## src/design/core_pkg.sv

```systemverilog
package core_pkg;

    // widths with a meaning
    typedef logic [31:0] word_t;
    typedef logic [63:0] dword_t;

    // instruction bus request
    // addr is held until addr_ok
    typedef struct packed {
        logic  valid;
        word_t addr;
    } ibus_req_t;

    // instruction bus response
    // data is only meaningful with data_ok
    typedef struct packed {
        logic   addr_ok;
        logic   data_ok;
        dword_t data;
    } ibus_resp_t;

    // redirect strobe from a later stage
    typedef struct packed {
        logic  valid;
        word_t target;
    } redirect_t;

    // one decode slot
    typedef struct packed {
        logic  valid;
        word_t pc;
        word_t raw_instr;
        logic  pc_except;
    } fetch_slot_t;

    // fetch sequencing states
    typedef enum logic [1:0] {
        F_REQ,
        F_DATA,
        F_HOLD,
        F_EXC
    } fetch_state_t;

    // a PC at the odd word only steps to the next doubleword
    function automatic word_t pc_step(input word_t pc);
        word_t nxt;
        if (pc[2]) begin
            nxt = pc + 32'd4;
        end else begin
            nxt = pc + 32'd8;
        end
        return nxt;
    endfunction

endpackage

```

## src/design/fetch_ctrl.sv

```systemverilog
`timescale 1ns/1ps

module fetch_ctrl import core_pkg::*; (
    input  logic       clk,
    input  logic       reset,
    input  logic       dec_stall,
    input  logic       held,
    input  logic       pc_except,
    input  ibus_resp_t iresp,
    input  redirect_t  branch_redir,
    input  redirect_t  exc_redir,
    output logic       req_valid,
    output logic       pc_advance,
    output logic       capture,
    output logic       out_flush
);

    fetch_state_t state;
    fetch_state_t state_nxt;
    logic         discard;
    logic         redir_any;
    logic         accept;
    logic         blocked;

    assign redir_any = branch_redir.valid | exc_redir.valid;

    // the packet register cannot take new data this cycle
    assign blocked = held & dec_stall;

    // no request in reset, for a misaligned PC, or while the PC is being redirected
    assign req_valid = ~reset & (state == F_REQ) & ~pc_except & ~redir_any;
    assign accept    = req_valid & iresp.addr_ok;

    assign out_flush = redir_any;

    always_comb begin
        state_nxt  = state;
        capture    = 1'b0;
        pc_advance = 1'b0;
        case (state)
            F_REQ: begin
                if (redir_any) begin
                    state_nxt = F_REQ;
                end else if (pc_except) begin
                    // emit the exception packet once there is room for it
                    if (!blocked) begin
                        capture   = 1'b1;
                        state_nxt = F_EXC;
                    end
                end else if (accept) begin
                    state_nxt = F_DATA;
                end
            end
            F_DATA: begin
                if (iresp.data_ok) begin
                    if (discard || redir_any) begin
                        // stale doubleword is dropped and the new PC refetched
                        state_nxt = F_REQ;
                    end else if (blocked) begin
                        capture   = 1'b1;
                        state_nxt = F_HOLD;
                    end else begin
                        capture    = 1'b1;
                        pc_advance = 1'b1;
                        state_nxt  = F_REQ;
                    end
                end
            end
            F_HOLD: begin
                if (redir_any) begin
                    state_nxt = F_REQ;
                end else if (!dec_stall) begin
                    // saved doubleword moves into the packet
                    capture    = 1'b1;
                    pc_advance = 1'b1;
                    state_nxt  = F_REQ;
                end
            end
            F_EXC: begin
                if (redir_any) begin
                    state_nxt = F_REQ;
                end
            end
            default: begin
                state_nxt = F_REQ;
            end
        endcase
    end

    always_ff @(posedge clk) begin
        if (reset) begin
            state <= F_REQ;
        end else begin
            state <= state_nxt;
        end
    end

    // a redirect while data is outstanding makes that data_ok stale
    always_ff @(posedge clk) begin
        if (reset) begin
            discard <= 1'b0;
        end else if (state == F_DATA) begin
            if (iresp.data_ok) begin
                discard <= 1'b0;
            end else if (redir_any) begin
                discard <= 1'b1;
            end
        end
    end

endmodule

```

## src/design/pc_gen.sv

```systemverilog
`timescale 1ns/1ps

module pc_gen import core_pkg::*; #(
    parameter word_t RESET_PC = 32'hbfc0_0000
) (
    input  logic      clk,
    input  logic      reset,
    input  logic      pc_advance,
    input  redirect_t branch_redir,
    input  redirect_t exc_redir,
    output word_t     pc,
    output logic      pc_except
);

    word_t     pc_q;
    word_t     pc_nxt;
    redirect_t redir_sel;

    // exception redirect wins over a branch
    always_comb begin
        if (exc_redir.valid) begin
            redir_sel = exc_redir;
        end else begin
            redir_sel = branch_redir;
        end
    end

    // a redirect loads the PC directly and the next advance steps from the target
    always_comb begin
        pc_nxt = pc_q;
        if (redir_sel.valid) begin
            pc_nxt = redir_sel.target;
        end else if (pc_advance) begin
            pc_nxt = pc_step(pc_q);
        end
    end

    always_ff @(posedge clk) begin
        if (reset) begin
            pc_q <= RESET_PC;
        end else begin
            pc_q <= pc_nxt;
        end
    end

    assign pc        = pc_q;
    assign pc_except = pc_q[1:0] != 2'b00;

endmodule

```

## src/design/fetch_align.sv

```systemverilog
`timescale 1ns/1ps

module fetch_align import core_pkg::*; (
    input  logic        clk,
    input  logic        reset,
    input  logic        capture,
    input  logic        out_flush,
    input  logic        dec_stall,
    input  word_t       fetch_pc,
    input  logic        pc_except,
    input  ibus_resp_t  iresp,
    output fetch_slot_t [1:0] slots,
    output logic        slots_valid,
    output logic        held
);

    fetch_slot_t [1:0] pkt;
    fetch_slot_t [1:0] pkt_nxt;
    logic              pkt_valid;

    // doubleword that arrived while decode was stalled
    // the PC stays frozen until it moves into the packet
    logic              sv_valid;
    dword_t            sv_data;

    dword_t            src_data;
    logic              src_except;

    assign src_data   = sv_valid ? sv_data : iresp.data;
    assign src_except = ~sv_valid & pc_except;

    // split the doubleword into two slots
    always_comb begin
        pkt_nxt[0].valid     = 1'b1;
        pkt_nxt[0].pc        = fetch_pc;
        pkt_nxt[0].pc_except = src_except;
        if (src_except) begin
            pkt_nxt[0].raw_instr = '0;
        end else if (fetch_pc[2]) begin
            pkt_nxt[0].raw_instr = src_data[63:32];
        end else begin
            pkt_nxt[0].raw_instr = src_data[31:0];
        end

        // second slot only when the PC starts the doubleword
        pkt_nxt[1].valid     = ~fetch_pc[2] & ~src_except;
        pkt_nxt[1].pc        = fetch_pc + 32'd4;
        pkt_nxt[1].raw_instr = src_data[63:32];
        pkt_nxt[1].pc_except = 1'b0;
    end

    always_ff @(posedge clk) begin
        if (reset) begin
            pkt_valid <= 1'b0;
            sv_valid  <= 1'b0;
        end else if (out_flush) begin
            pkt_valid <= 1'b0;
            sv_valid  <= 1'b0;
        end else if (capture) begin
            if (pkt_valid && dec_stall) begin
                sv_valid <= 1'b1;
            end else begin
                pkt_valid <= 1'b1;
                sv_valid  <= 1'b0;
            end
        end else if (!dec_stall) begin
            // decode took the packet
            pkt_valid <= 1'b0;
        end
    end

    // payload registers
    always_ff @(posedge clk) begin
        if (capture && !out_flush) begin
            if (pkt_valid && dec_stall) begin
                sv_data <= iresp.data;
            end else begin
                pkt <= pkt_nxt;
            end
        end
    end

    // stale slot contents never reach decode without slots_valid
    always_comb begin
        slots = pkt;
        if (!pkt_valid) begin
            slots[0].valid = 1'b0;
            slots[1].valid = 1'b0;
        end
    end

    assign slots_valid = pkt_valid;
    assign held        = pkt_valid;

endmodule

```

## src/design/fetch_top.sv

```systemverilog
`timescale 1ns/1ps

module fetch_top import core_pkg::*; #(
    parameter word_t RESET_PC = 32'hbfc0_0000
) (
    input  logic        clk,
    input  logic        reset,
    output ibus_req_t   ireq,
    input  ibus_resp_t  iresp,
    input  redirect_t   branch_redir,
    input  redirect_t   exc_redir,
    input  logic        dec_stall,
    output fetch_slot_t [1:0] slots,
    output logic        slots_valid
);

    word_t pc;
    logic  pc_except;
    logic  pc_advance;
    logic  req_valid;
    logic  capture;
    logic  out_flush;
    logic  held;

    // request goes out at the current fetch PC
    assign ireq.valid = req_valid;
    assign ireq.addr  = pc;

    fetch_ctrl fetch_ctrl_i (
        .clk          (clk),
        .reset        (reset),
        .dec_stall    (dec_stall),
        .held         (held),
        .pc_except    (pc_except),
        .iresp        (iresp),
        .branch_redir (branch_redir),
        .exc_redir    (exc_redir),
        .req_valid    (req_valid),
        .pc_advance   (pc_advance),
        .capture      (capture),
        .out_flush    (out_flush)
    );

    pc_gen #(
        .RESET_PC (RESET_PC)
    ) pc_gen_i (
        .clk          (clk),
        .reset        (reset),
        .pc_advance   (pc_advance),
        .branch_redir (branch_redir),
        .exc_redir    (exc_redir),
        .pc           (pc),
        .pc_except    (pc_except)
    );

    fetch_align fetch_align_i (
        .clk         (clk),
        .reset       (reset),
        .capture     (capture),
        .out_flush   (out_flush),
        .dec_stall   (dec_stall),
        .fetch_pc    (pc),
        .pc_except   (pc_except),
        .iresp       (iresp),
        .slots       (slots),
        .slots_valid (slots_valid),
        .held        (held)
    );

endmodule

```

## config.mk

```make
export PLATFORM = sky130hd
export DESIGN_NAME = fetch_top
export DESIGN_NICKNAME = d
export VERILOG_FILES = /design/src/design/core_pkg.sv /design/src/design/fetch_ctrl.sv /design/src/design/pc_gen.sv /design/src/design/fetch_align.sv /design/src/design/fetch_top.sv
export SDC_FILE = /design/constraint.sdc
export NUM_CORES = 1
export LEC_CHECK = 0
export BUFFER_PORTS_ARGS = -buffer_cell sky130_fd_sc_hd__buf_2
export CORE_UTILIZATION = 45
export CTS_CLUSTER_DIAMETER = 30
export DETAILED_ROUTE_END_ITERATION = 10
export PLACE_DENSITY = 0.7
export SLEW_MARGIN = 20
export SYNTH_ARGS = -nofsm -noshare
export SYNTH_HDL_FRONTEND = slang
export SYNTH_SLANG_ARGS = --single-unit
```

## constraint.sdc

```tcl
create_clock -name clk -period 9.25 [get_ports clk]
set_input_delay 0.925 -clock clk [delete_from_list [all_inputs] [get_ports clk]]
set_output_delay 0.925 -clock clk [all_outputs]
set_load 0.05 [all_outputs]
```

==> flow_metrics.env <==
export IMPL_seq_area_um2=6510
export IMPL_antenna_found_initial=0
export IMPL_vias=7658
export IMPL_antenna_left=0
export IMPL_htree_levels=2
export IMPL_drive_above_1_share_pct=40.3
export IMPL_via_per_inst=5.44
export IMPL_io_buffers=299
export IMPL_rsz0062_at_grt="false"
export IMPL_remaining_drc_errors=0
export IMPL_dr_wl_met3_mm=2.51
export IMPL_synth_top_flop_cell="edfxtp_1"
export IMPL_fin_area_um2=13200
export IMPL_track_usage_pct=21.9
export IMPL_ys_seq_area_share_pct=59.2
export IMPL_avgSynthCellArea_um2=12.1
export IMPL_num_io_pins=301
export IMPL_maxSlewHeadroom_pct=26.5
export IMPL_hold_viol=0
export IMPL_cts_buffers=48
export IMPL_fin_crit_ps=3970
export IMPL_yosys_warnings=0
export IMPL_fill_cells=2015
export IMPL_cts_setup_buffers=0
export IMPL_grt_pass1_wl_mm=41.2
export IMPL_hold_buffers=0
export IMPL_highest_layer="met4"
export IMPL_dr_pass1_iters=7
export IMPL_antenna_cells=0
export IMPL_placed_cell_area_um2=11600
export IMPL_placementRows=56
export IMPL_drtIter0Drc=642
export IMPL_grt_pass1_vias=7249
export IMPL_path_clk_slew_ps=40
export IMPL_cts_tree="done"
export IMPL_cts_resized=0
export IMPL_drt_wirelength_per_cell_um=19.9
export IMPL_fin_crit_sh_pct=42.9
export IMPL_die_w_um=158
export IMPL_place_congestion=0.904
export IMPL_async_flop_share_pct=0
export IMPL_grt_ovfl_total=0
export IMPL_synthDistinctLibCells=70
export IMPL_syn_nets=1051
export IMPL_worstSetupPathType="in2reg"
export IMPL_wl_met1_mm=11.8
export IMPL_wl_mm=28.1
export IMPL_final_cell_mix="buf_2 (299), edfxtp_1 (192), clkbuf_16 (50), a21oi_1 (48), o21ai_0 (45)"
export IMPL_grt_max_degree=82
export IMPL_p_per_area_nw_per_um2=235
export IMPL_outcome="complete, no violations"
export IMPL_synth_edf_count=192
export IMPL_cts_root_buffer="clkbuf_16"
export IMPL_setup_viol=0
export IMPL_start_util_pct=46.4
export IMPL_worst_slew_pin_slew_ps=1100
export IMPL_p_leak_uw=0.00503
export IMPL_hp_class="reg2reg"
export IMPL_hpwl_mm=18.5
export IMPL_synth_seq_cells=229
export IMPL_critPathCaptureType="flip-flop"
export IMPL_fmax_mhz=252
export IMPL_syn_area_um2=11000
export IMPL_die_area_um2=25100
export IMPL_arrival_ps=4090
export IMPL_clock_latency_ps=530
export IMPL_clock_sinks=229
export IMPL_syn_inst=907
export IMPL_finalSetupTns_ps=0
export IMPL_report_final_slew_viol_count=0
export IMPL_crit_required_ps=9380
export IMPL_maxCapViolCount=0
export IMPL_ir_drop_v=0.000111
export IMPL_start_kind="input port"
export IMPL_fin_skew_ps=16.4
export IMPL_clock_tree_buffer_depth=3
export IMPL_dieHeight_um=158
export IMPL_cp_max_fo=81
export IMPL_wl_met2_mm=13.3
export IMPL_multi_input_area_um2=3020
export IMPL_layout_nets=1197
export IMPL_final_common_cell="buf_2"
export IMPL_core_um2=23700
export IMPL_syn2layout_area_growth_pct=20.0
## layout make-up
type | count | share of cell area (%)
Clock inverter | 31 | 2.70
Sequential cell | 229 | 49.3
Multi-Input combinational cell | 451 | 22.9
Inverter | 13 | 0.370
Clock buffer | 54 | 9.67
Timing Repair Buffer | 310 | 12.0
Tap cell | 319 | 3.03
## power breakdown
group	internal [uW]	switching (uW)
clock	1160	542
combinational	77.7	154
sequential	1140	28.1
## through the flow
stage                     util (%)  cells  hold WS (ps)  setup slack, ps  power [uW]
after detailed placement      48.8   1322           511             4760        1420
after CTS                     55.7   1407           524             5290        3120
after floorplan                  -    907           426              949        1350
after global placement        48.8   1322           500             4860        1410
after global routing          55.7   1407           538             5110        3200
final                         55.7   1407           527             5280        3100
## sequential cells by signal (all words and copies together), names as in the netlist
signal                  count
fetch_align_i.held          1
pc_gen_i.pc                32
fetch_align_i.sv_valid      1
fetch_align_i.sv_data      64
fetch_ctrl_i.discard        1
fetch_ctrl_i.state          2
fetch_align_i.slots       127
fetch_align_i.pkt           1
## kinds of logic after synthesis
| kind of cell | after synthesis | share of synthesized area, % |
|---|---|---|
| AOI/OAI and AO/OA | 204 | 11.7 |
| xor gates and xnor gates | 38 | 3.03 |
| adders and majority gates | 9 | 1.02 |
| buffers and inverters | 227 | 13.5 |
| DFF | 229 | 59.2 |
| muxes | 37 | 3.73 |
| other | 1 | 0.0341 |
| and+or+nand+nor | 162 | 7.82 |
## worst max-delay path, cell delays in order
cell	delay (ps)
buf_2	290
or2_2	510
nor2_1	130
o21ai_0	220
nor2_4	540
buf_4	480
buf_4	890
## final timing paths
check                              from                      end  slack [ps]  cells past startpoint
setup / recovery          exc_redir[32]  fetch_align_i.slots[92]        5280                      7
hold reg to reg   fetch_ctrl_i.state[1]    fetch_ctrl_i.state[1]         530                      2
hold / removal    fetch_ctrl_i.state[1]    fetch_ctrl_i.state[1]         530                      2
setup reg to reg  fetch_ctrl_i.state[0]  fetch_align_i.slots[92]        5720                      8
## cell usage after synthesis, types with 2 or more instances
library cell,number,area share [%]
o22ai_1,44,2.5
nand2_1,34,1.2
nor4_2,2,0.23
edfxtp_1,192,52
a211oi_1,9,0.61
buf_2,4,0.18
o22a_1,2,0.16
or2_2,2,0.11
a21o_1,3,0.20
nor3b_1,2,0.14
nand3_1,11,0.50
o31a_1,2,0.16
buf_1,8,0.27
a31oi_1,3,0.17
o21ai_0,45,2.0
and2_1,2,0.11
nand2b_1,3,0.17
o211ai_1,2,0.14
a21oi_1,48,2.2
clkbuf_1,37,1.3
mux2i_1,5,0.46
and3_1,8,0.46
buf_4,164,11
and3b_1,2,0.16
inv_1,12,0.41
nor3_1,20,0.91
xor2_1,15,1.2
nor4_1,9,0.51
xnor2_1,23,1.8
o31ai_1,5,0.34
ha_1,9,1.0
and4_1,2,0.16
dfxtp_1,37,6.7
or3_1,4,0.23
nand4_1,10,0.57
a221oi_1,9,0.72
nor2_1,38,1.3
nand3b_1,2,0.14
mux2_2,32,3.3
a311oi_1,3,0.24
or4_1,3,0.20
o41ai_1,5,0.40
a22oi_1,8,0.55
## metal layers
layer  vias to the layer above  track usage (%)
li1                       3528                -
met1                      3651             28.8
met2                       436             35.9
met3                        43             5.04
met4                         0             7.01
met5                         -                0
(Power assumes the default switching activity.)
